### src/rtl/hc595_defs.svh
`ifndef HC595_DEFS_SVH
`define HC595_DEFS_SVH

//////////////////////////////////////////////////////////////////////
// 74HC595 chain geometry
//////////////////////////////////////////////////////////////////////

// Parallel outputs on one device
`define HC595_CHIP_BITS 8

// Attenuator chains, one device each
`define ATT_CHAIN_BITS (1 * `HC595_CHIP_BITS)

// Gain chain, one device
`define AMP_CHAIN_BITS (1 * `HC595_CHIP_BITS)

// Analog switch chain, two devices in cascade
`define ANALOG_CHAIN_BITS (2 * `HC595_CHIP_BITS)

//////////////////////////////////////////////////////////////////////
// Clock domain crossing
//////////////////////////////////////////////////////////////////////

// Flops between the processor-side words and clk_1M_buf
`define SYNC_STAGES 2

`endif

### src/rtl/hc595_pkg.sv
`default_nettype none

package hc595_pkg;

	// Processor control word, amp_a sits in the lowest nibble
	typedef struct packed {
		logic [9:0] reserved;
		// Lock-in filter fields, not used on this path
		logic [1:0] lpf_mode;
		logic [3:0] lpf_coe;
		// Attenuator settings
		logic [3:0] att_b;
		logic [3:0] att_a;
		// Gain settings
		logic [3:0] amp_b;
		logic [3:0] amp_a;
	} ctrl_word_t;

	// Analog switch control word
	typedef struct packed {
		logic       vx_vr_amp;
		logic       bias_on;
		// Frequency switch, handled elsewhere
		logic [1:0] freq_switch;
		logic [3:0] measure_sel;
		logic [2:0] rr_sel;
		logic [1:0] vr_sel;
	} analog_word_t;

	// Pins of one 74HC595 chain
	typedef struct packed {
		logic srclr_n;
		logic rclk;
		logic srclk;
		logic ser;
	} hc595_pins_t;

endpackage

`default_nettype wire

### src/rtl/ctrl_word_sync.sv
`timescale 1ns/1ns
`default_nettype none

`include "hc595_defs.svh"

module ctrl_word_sync (
	input  wire                       clk_1M_buf,
	input  wire                       rst_n,
	input  hc595_pkg::ctrl_word_t     i_control,
	input  hc595_pkg::analog_word_t   i_analog,
	output hc595_pkg::ctrl_word_t     o_control,
	output hc595_pkg::analog_word_t   o_analog
);

	// Both words travel side by side through one crossing
	localparam int W = $bits(hc595_pkg::ctrl_word_t) + $bits(hc595_pkg::analog_word_t);

	logic [`SYNC_STAGES-1:0][W-1:0] sync_q;
	logic [W-1:0]                   sample_q;
	logic [W-1:0]                   hold_q;
	logic [W-1:0]                   sync_out;
	logic                           stable;

	assign sync_out = sync_q[`SYNC_STAGES-1];

	// Two back-to-back samples equal, so no bit is still in flight
	assign stable = (sync_out == sample_q);

	//////////////////////////////////////////////////////////////////////
	// Synchronizer chain and stability filter
	//////////////////////////////////////////////////////////////////////

	always_ff @(posedge clk_1M_buf or negedge rst_n) begin
		if (!rst_n) begin
			sync_q   <= '0;
			sample_q <= '0;
			hold_q   <= '0;
		end else begin
			sync_q   <= {sync_q[`SYNC_STAGES-2:0], {i_control, i_analog}};
			sample_q <= sync_out;
			if (stable) begin
				hold_q <= sync_out;
			end
		end
	end

	// Split back into the two words
	assign {o_control, o_analog} = hold_q;

endmodule

`default_nettype wire

### src/rtl/hc595_analog_driver.sv
`timescale 1ns/1ns
`default_nettype none

`include "hc595_defs.svh"

module hc595_analog_driver (
	input  wire                      clk_1M_buf,
	input  wire                      rst_n,
	input  hc595_pkg::analog_word_t  i_analog,
	output hc595_pkg::hc595_pins_t   o_pins,
	output logic                     o_oe_n
);

	logic [`ANALOG_CHAIN_BITS-1:0] frame;
	logic                          latched;

	// Switch map over both devices, upper five outputs unused
	assign frame = {
		5'b0_0000,
		i_analog.vx_vr_amp,
		i_analog.bias_on,
		i_analog.measure_sel,
		i_analog.rr_sel,
		i_analog.vr_sel
	};

	hc595_loader #(
		.WIDTH (`ANALOG_CHAIN_BITS)
	) u_loader (
		.clk_1M_buf (clk_1M_buf),
		.rst_n      (rst_n),
		.i_frame    (frame),
		.o_pins     (o_pins),
		.o_latched  (latched)
	);

	//////////////////////////////////////////////////////////////////////
	// Output enable
	//////////////////////////////////////////////////////////////////////

	// Switches stay open until the chain holds a known pattern
	always_ff @(posedge clk_1M_buf or negedge rst_n) begin
		if (!rst_n) begin
			o_oe_n <= 1'b1;
		end else if (latched) begin
			o_oe_n <= 1'b0;
		end
	end

endmodule

`default_nettype wire

### src/rtl/hc595_loader.sv
`timescale 1ns/1ns
`default_nettype none

module hc595_loader #(
	parameter int WIDTH = 8
) (
	input  wire                     clk_1M_buf,
	input  wire                     rst_n,
	input  wire  [WIDTH-1:0]        i_frame,
	output hc595_pkg::hc595_pins_t  o_pins,
	output logic                    o_latched
);

	localparam int CNT_W = (WIDTH > 1) ? $clog2(WIDTH) : 1;

	// Frame last sent to the chain
	logic [WIDTH-1:0] last_q;
	// Bits still to go, MSB drives ser
	logic [WIDTH-1:0] shift_q;
	logic [CNT_W-1:0] cnt_q;

	logic             busy_q;
	// Low half of a bit period when 0, srclk high when 1
	logic             phase_q;
	// Forces one load after reset
	logic             first_q;

	logic             srclr_n_q;
	logic             rclk_q;
	logic             srclk_q;
	logic             start;

	// Only an idle loader may pick up a new frame
	assign start = !busy_q && (first_q || (i_frame != last_q));

	//////////////////////////////////////////////////////////////////////
	// Serial shift sequencer
	//////////////////////////////////////////////////////////////////////

	always_ff @(posedge clk_1M_buf or negedge rst_n) begin
		if (!rst_n) begin
			last_q    <= '0;
			shift_q   <= '0;
			cnt_q     <= '0;
			busy_q    <= 1'b0;
			phase_q   <= 1'b0;
			first_q   <= 1'b1;
			srclr_n_q <= 1'b0;
			rclk_q    <= 1'b0;
			srclk_q   <= 1'b0;
		end else begin
			// Chain clear released on the first clock
			srclr_n_q <= 1'b1;
			rclk_q    <= 1'b0;

			if (start) begin
				last_q  <= i_frame;
				shift_q <= i_frame;
				cnt_q   <= '0;
				busy_q  <= 1'b1;
				phase_q <= 1'b0;
				first_q <= 1'b0;
				srclk_q <= 1'b0;
			end else if (busy_q && !phase_q) begin
				// ser has settled, clock it in
				srclk_q <= 1'b1;
				phase_q <= 1'b1;
			end else if (busy_q) begin
				srclk_q <= 1'b0;
				phase_q <= 1'b0;
				shift_q <= {shift_q[WIDTH-2:0], 1'b0};
				if (cnt_q == CNT_W'(WIDTH - 1)) begin
					// Last bit in, move it to the outputs
					busy_q <= 1'b0;
					rclk_q <= 1'b1;
				end else begin
					cnt_q <= cnt_q + 1'b1;
				end
			end
		end
	end

	assign o_pins = '{
		srclr_n: srclr_n_q,
		rclk:    rclk_q,
		srclk:   srclk_q,
		ser:     shift_q[WIDTH-1]
	};

	assign o_latched = rclk_q;

endmodule

`default_nettype wire

### src/rtl/hc595_panel_top.sv
`timescale 1ns/1ns
`default_nettype none

`include "hc595_defs.svh"

module hc595_panel_top (
	input  wire                      clk_1M_buf,
	input  wire                      rst_n,
	input  hc595_pkg::ctrl_word_t    i_control,
	input  hc595_pkg::analog_word_t  i_analog,
	output hc595_pkg::hc595_pins_t   o_amp,
	output hc595_pkg::hc595_pins_t   o_att_a,
	output hc595_pkg::hc595_pins_t   o_att_b,
	output hc595_pkg::hc595_pins_t   o_analog,
	output logic                     o_analog_oe_n
);

	hc595_pkg::ctrl_word_t    ctrl_s;
	hc595_pkg::analog_word_t  analog_s;

	logic [`AMP_CHAIN_BITS-1:0] amp_frame;
	logic [`ATT_CHAIN_BITS-1:0] att_a_frame;
	logic [`ATT_CHAIN_BITS-1:0] att_b_frame;

	//////////////////////////////////////////////////////////////////////
	// Processor words into the 1 MHz domain
	//////////////////////////////////////////////////////////////////////

	ctrl_word_sync u_sync (
		.clk_1M_buf (clk_1M_buf),
		.rst_n      (rst_n),
		.i_control  (i_control),
		.i_analog   (i_analog),
		.o_control  (ctrl_s),
		.o_analog   (analog_s)
	);

	// Frame packing
	assign amp_frame   = {ctrl_s.amp_b, ctrl_s.amp_a};
	assign att_a_frame = {4'b0000, ctrl_s.att_a};
	assign att_b_frame = {4'b0000, ctrl_s.att_b};

	//////////////////////////////////////////////////////////////////////
	// Shift-register chains
	//////////////////////////////////////////////////////////////////////

	hc595_loader #(.WIDTH(`AMP_CHAIN_BITS)) u_amp (
		.clk_1M_buf (clk_1M_buf),
		.rst_n      (rst_n),
		.i_frame    (amp_frame),
		.o_pins     (o_amp),
		.o_latched  ()
	);

	hc595_loader #(.WIDTH(`ATT_CHAIN_BITS)) u_att_a (
		.clk_1M_buf (clk_1M_buf),
		.rst_n      (rst_n),
		.i_frame    (att_a_frame),
		.o_pins     (o_att_a),
		.o_latched  ()
	);

	hc595_loader #(.WIDTH(`ATT_CHAIN_BITS)) u_att_b (
		.clk_1M_buf (clk_1M_buf),
		.rst_n      (rst_n),
		.i_frame    (att_b_frame),
		.o_pins     (o_att_b),
		.o_latched  ()
	);

	// Analog switches, has its own OE pin
	hc595_analog_driver u_analog (
		.clk_1M_buf (clk_1M_buf),
		.rst_n      (rst_n),
		.i_analog   (analog_s),
		.o_pins     (o_analog),
		.o_oe_n     (o_analog_oe_n)
	);

endmodule

`default_nettype wire

### config.mk
export PLATFORM = sky130hd
export DESIGN_NAME = hc595_panel_top
export DESIGN_NICKNAME = d
export VERILOG_FILES = /design/src/rtl/hc595_pkg.sv /design/src/rtl/ctrl_word_sync.sv /design/src/rtl/hc595_analog_driver.sv /design/src/rtl/hc595_loader.sv /design/src/rtl/hc595_panel_top.sv
export VERILOG_INCLUDE_DIRS = /design/src /design/src/rtl
export SDC_FILE = /design/constraint.sdc
export NUM_CORES = 1
export LEC_CHECK = 0
export BUFFER_PORTS_ARGS = -buffer_cell sky130_fd_sc_hd__buf_2
export CAP_MARGIN = 0
export CORE_MARGIN = 2
export CORE_UTILIZATION = 46
export DETAILED_ROUTE_END_ITERATION = 8
export HOLD_SLACK_MARGIN = 0.02
export PLACE_DENSITY = 0.63
export RECOVER_POWER = 100
export SYNTH_ARGS = -nofsm -noshare
export SYNTH_HDL_FRONTEND = slang
export SYNTH_SLANG_ARGS = --single-unit
### constraint.sdc
create_clock -name clk_1M_buf -period 5.74 [get_ports clk_1M_buf]
set_clock_uncertainty 0.05 [all_clocks]
set_input_delay 1.148 -clock clk_1M_buf [delete_from_list [all_inputs] [get_ports clk_1M_buf]]
set_output_delay 1.148 -clock clk_1M_buf [all_outputs]
set_load 0.02 [all_outputs]
==> impl_metrics.xml <==
<?xml version="1.0" encoding="UTF-8"?>
<metrics>
  <group name="outcome">
    <metric name="run_status" unit="">finished, violations left</metric>
    <metric name="violations_in_the_final_reports" unit="">max-capacitance violations, max-slew violations</metric>
  </group>
  <group name="floorplanning">
    <metric name="core" unit="sq um">20300</metric>
    <metric name="fp.dieW" unit="microns">148</metric>
    <metric name="die_h" unit="microns">148</metric>
    <metric name="dieArea" unit="sq um">21900</metric>
    <metric name="ios" unit="">64</metric>
    <metric name="rows" unit="">52</metric>
    <metric name="floorplan.initialDensity" unit="%">46.9</metric>
  </group>
  <group name="clock_network">
    <metric name="total_of_hold_buffers_inserted_after_clock_tree_synthesis" unit="">0</metric>
    <metric name="postCtsSetupBuffers" unit="">0</metric>
    <metric name="tritoncts" unit="">built</metric>
    <metric name="cts_htree_levels" unit="">1</metric>
    <metric name="cts_root_buffer" unit="">sky130_fd_sc_hd__clkbuf_16</metric>
    <metric name="clk_pin_slew_worst_paths" unit="ns">0.06</metric>
    <metric name="clock_path_buffers" unit="">3</metric>
    <metric name="clk_latency" unit="ns">0.52</metric>
    <metric name="cts_sinks" unit="">260</metric>
    <metric name="clock_buffer_count_from_cts" unit="">27</metric>
    <metric name="post_cts_resized" unit="">0</metric>
  </group>
  <group name="drt">
    <metric name="router_iterations_before_antenna_repair" unit="">6</metric>
    <metric name="finalWirelength" unit="microns">15500</metric>
    <metric name="vias" unit="">4972</metric>
    <metric name="detail_route.wl_per_cell" unit="microns">15.5</metric>
    <metric name="drt-initial-drc-count" unit="">303</metric>
    <metric name="vias_per_cell" unit="">4.95</metric>
    <metric name="ant_nets" unit="">0</metric>
    <metric name="drc" unit="">0</metric>
  </group>
  <group name="placement">
    <metric name="place_inst" unit="">957</metric>
    <metric name="detailed_place_hpwl" unit="microns">9840</metric>
    <metric name="globalplace.congestion" unit="">0.734</metric>
    <metric name="io_buffer_count" unit="">63</metric>
  </group>
  <group name="global_route">
    <metric name="grt_antenna_before_repair" unit="">0</metric>
    <metric name="vias_in_the_first_global_route" unit="">5297</metric>
    <metric name="grt_max_degree" unit="">132</metric>
    <metric name="grt_first_pass_wirelength" unit="microns">26700</metric>
    <metric name="grt_overflow_total" unit="">0</metric>
    <metric name="global_route.usage.total" unit="%">15.0</metric>
  </group>
  <group name="finish">
    <metric name="final_cell_mix" unit="">sky130_fd_sc_hd__dfrtp_1, sky130_fd_sc_hd__xor2_1, sky130_fd_sc_hd__mux2_2</metric>
    <metric name="final_net_count" unit="">770</metric>
    <metric name="area_growth_syn_to_layout" unit="%">13.9</metric>
    <metric name="post_route_cells_drive_above_1_share" unit="%">20.8</metric>
    <metric name="mostFrequentLayoutCell" unit="">sky130_fd_sc_hd__dfrtp_1</metric>
    <metric name="fin_cells" unit="">1004</metric>
    <metric name="fillCellCount" unit="">1727</metric>
    <metric name="antenna_cells" unit="">0</metric>
    <metric name="finalCoreUtilization" unit="%">53.4</metric>
  </group>
  <group name="sta">
    <metric name="fin_hold_viols" unit="">0</metric>
    <metric name="fin_setup_tns" unit="ns">0</metric>
    <metric name="tightestPinTransition" unit="ns">3.14</metric>
    <metric name="timing_max_transition_violations_final" unit="">174</metric>
    <metric name="final_period_minus_worst_setup_slack" unit="ns">4.03</metric>
    <metric name="worst_slew_margin_rel" unit="%">-109</metric>
    <metric name="min_period_over_period" unit="%">70.3</metric>
    <metric name="achievable-frequency" unit="MHz">248</metric>
    <metric name="setup_violations" unit="">0</metric>
    <metric name="rsz0062_at_grt" unit="">no</metric>
  </group>
  <group name="synth">
    <metric name="ys_types" unit="">42</metric>
    <metric name="synth.yosys.seq_area_share" unit="%">68.4</metric>
    <metric name="synth_seq_cells" unit="">260</metric>
    <metric name="mappedNetlistNets" unit="">708</metric>
    <metric name="post_synth_instance_area" unit="sq um">9520</metric>
    <metric name="ys.warnings.count" unit="">0</metric>
    <metric name="syn_area_per_cell" unit="sq um">14.6</metric>
    <metric name="syn_inst" unit="">654</metric>
  </group>
  <group name="critical_path">
    <metric name="worst_ep_arrival_time" unit="ns">4.38</metric>
    <metric name="critical_path_peak_fanout" unit="">19</metric>
    <metric name="rr_startpoint" unit="">u_sync.sync_out[6]$_DFF_PN0_</metric>
    <metric name="endpoint_kind" unit="">flip-flop</metric>
    <metric name="regToRegEndpoint" unit="">u_sync.hold_q[4]$_DFFE_PN0N_</metric>
    <metric name="timing.critical_path.required" unit="ns">6.09</metric>
    <metric name="worst-setup-path-type" unit="">flip-flop to flip-flop</metric>
    <metric name="critical_path.startpoint_type" unit="">flip-flop</metric>
    <metric name="worst_r2r_path_depth" unit="">6</metric>
    <metric name="regToRegSetupSlack" unit="ns">1.71</metric>
  </group>
  <group name="hold_path">
    <metric name="hold_start" unit="">u_sync.sync_q[38]$_DFF_PN0_</metric>
    <metric name="worst_hold_path.num_cells" unit="">0</metric>
    <metric name="min_path_type" unit="">flip-flop to flip-flop</metric>
    <metric name="worst_hold_path.endpoint" unit="">u_sync.sync_out[38]$_DFF_PN0_</metric>
  </group>
  <group name="power">
    <metric name="power.density_cell_area" unit="nW/um^2">343</metric>
    <metric name="power.static_leakage" unit="nW">5.21</metric>
    <metric name="max-vdd-ir-drop" unit="uV">216</metric>
  </group>
  <group name="flow_run">
    <metric name="max_cap_violations" unit="">2</metric>
  </group>
</metrics>
==> worst max-delay path, stage by stage, from the launching register on <==
cell and delay [ns]:
sky130_fd_sc_hd__dfrtp_1 0.40, sky130_fd_sc_hd__xor2_1 0.15, sky130_fd_sc_hd__nor4_1 0.64, sky130_fd_sc_hd__nand4_1 0.21, sky130_fd_sc_hd__nor3_1 0.99, sky130_fd_sc_hd__clkbuf_1 1.04
sky130_fd_sc_hd__mux2_2 0.43
==> Yosys cell counts <==
cell                       number  area [sq um]
sky130_fd_sc_hd__a211oi_1       1          7.51
sky130_fd_sc_hd__a21o_1         6          45.0
sky130_fd_sc_hd__a21oi_1        9          45.0
sky130_fd_sc_hd__a221o_1        7          70.1
sky130_fd_sc_hd__a22o_1         9          78.8
sky130_fd_sc_hd__a31oi_1        2          12.5
sky130_fd_sc_hd__a41oi_1        2          17.5
sky130_fd_sc_hd__and2_1         6          37.5
sky130_fd_sc_hd__and3_1        10          62.6
sky130_fd_sc_hd__and4_1         1          8.76
sky130_fd_sc_hd__buf_1          3          11.3
sky130_fd_sc_hd__buf_2          4          20.0
sky130_fd_sc_hd__buf_4         16           120
sky130_fd_sc_hd__buf_6          3          33.8
sky130_fd_sc_hd__clkbuf_1      10          37.5
sky130_fd_sc_hd__conb_1         1          3.75
sky130_fd_sc_hd__dfrtp_1      255          6380
sky130_fd_sc_hd__dfstp_2        5           131
sky130_fd_sc_hd__ha_1           7          87.6
sky130_fd_sc_hd__inv_1          5          18.8
sky130_fd_sc_hd__mux2_1         2          22.5
sky130_fd_sc_hd__mux2_2        58           653
sky130_fd_sc_hd__mux2i_1       33           330
sky130_fd_sc_hd__nand2_1       38           143
sky130_fd_sc_hd__nand2b_1       7          43.8
sky130_fd_sc_hd__nand3_1        3          15.0
sky130_fd_sc_hd__nand4_1        6          37.5
sky130_fd_sc_hd__nor2_1        18          67.6
sky130_fd_sc_hd__nor2b_1        2          12.5
sky130_fd_sc_hd__nor3_1         5          25.0
sky130_fd_sc_hd__nor3_4         1          16.3
sky130_fd_sc_hd__nor3b_1        1          7.51
sky130_fd_sc_hd__nor4_1        13          81.3
sky130_fd_sc_hd__nor4_2         1          12.5
sky130_fd_sc_hd__o21ai_0       22           110
sky130_fd_sc_hd__o21bai_1       2          15.0
sky130_fd_sc_hd__o22ai_1        2          12.5
sky130_fd_sc_hd__o31a_1         1          8.76
sky130_fd_sc_hd__o41a_1         1          11.3
sky130_fd_sc_hd__or4_1          1          7.51
sky130_fd_sc_hd__xnor2_1        8          70.1
sky130_fd_sc_hd__xor2_1        67           587
==> metal layers <==
metal	track usage (%)	up-vias	wire, microns
li1	-	2347	-
met4	4.57	0	427
met1	22.1	2523	7300
met2	22.6	77	7160
met3	3.12	25	645
met5	0	-	0
==> state kept, by name, summed over array words and instances (netlist names), 11 cells and up <==
name	count
u_analog.u_loader.last_q	11
u_analog.u_loader.shift_q	16
u_sync.hold_q	27
u_sync.sample_q	45
u_sync.sync_out	45
u_sync.sync_q	45
==> metrics by stage <==
stage / setup slack [ns] / hold slack, ns / area [sq um] / power, mW
after floorplan: 3.72 / 0.281 / 9520 / 1.96
after global placement: 2.86 / 0.286 / 10000 / 2.02
after detailed placement: 2.82 / 0.285 / 10000 / 2.03
after CTS: 2.64 / 0.297 / 10900 / 3.77
after global routing: 1.42 / 0.300 / 10800 / 3.86
final: 1.71 / 0.295 / 10800 / 3.71
==> cell type report <==
class	count	area, sq um	share of cell area, %
Sequential cell	260	6510	60.1
Multi-Input combinational cell	353	2750	25.4
Clock buffer	41	808	7.46
Tap cell	270	338	3.12
Timing Repair Buffer	69	328	3.02
Clock inverter	6	86.3	0.796
Inverter	5	18.8	0.173
==> worst max path at each step <==
stage                               endpoint                                  start  slack, ns
6_report        u_sync.hold_q[4]$_DFFE_PN0N_           u_sync.sync_out[6]$_DFF_PN0_       1.71
5_1_grt        u_sync.sync_out[14]$_DFF_PN0_                                  rst_n       1.42
4_1_cts                          o_analog[1]  u_analog.u_loader.srclk_q$_DFFE_PN0P_       2.64
3_5_place_dp    u_sync.hold_q[1]$_DFFE_PN0N_           u_sync.sync_out[6]$_DFF_PN0_       2.82
3_3_place_gp    u_sync.hold_q[1]$_DFFE_PN0N_           u_sync.sync_out[5]$_DFF_PN0_       2.86
2_1_floorplan   u_sync.hold_q[0]$_DFFE_PN0N_           u_sync.sync_out[6]$_DFF_PN0_       3.72
==> power breakdown <==
part | total, mW | switching (mW) | leakage, nW | internal, mW
combinational | 0.0790 | 0.0518 | 1.48 | 0.0272
clock | 1.72 | 0.670 | 0.438 | 1.05
sequential | 1.91 | 0.0281 | 3.30 | 1.88
total | 3.71 | 0.750 | 5.21 | 2.96
==> cell families after synthesis <==
kind of cell               share of synthesized area [%]
muxes                                               10.6
xor gates and xnor gates                            6.90
DFF                                                 68.4
adders and majority gates                          0.920
and+or+nand+nor                                     6.07
buffers and inverters                               2.54
AOI/OAI and AO/OA                                   4.56
other                                             0.0394
Power figures use the tool's default switching activity.
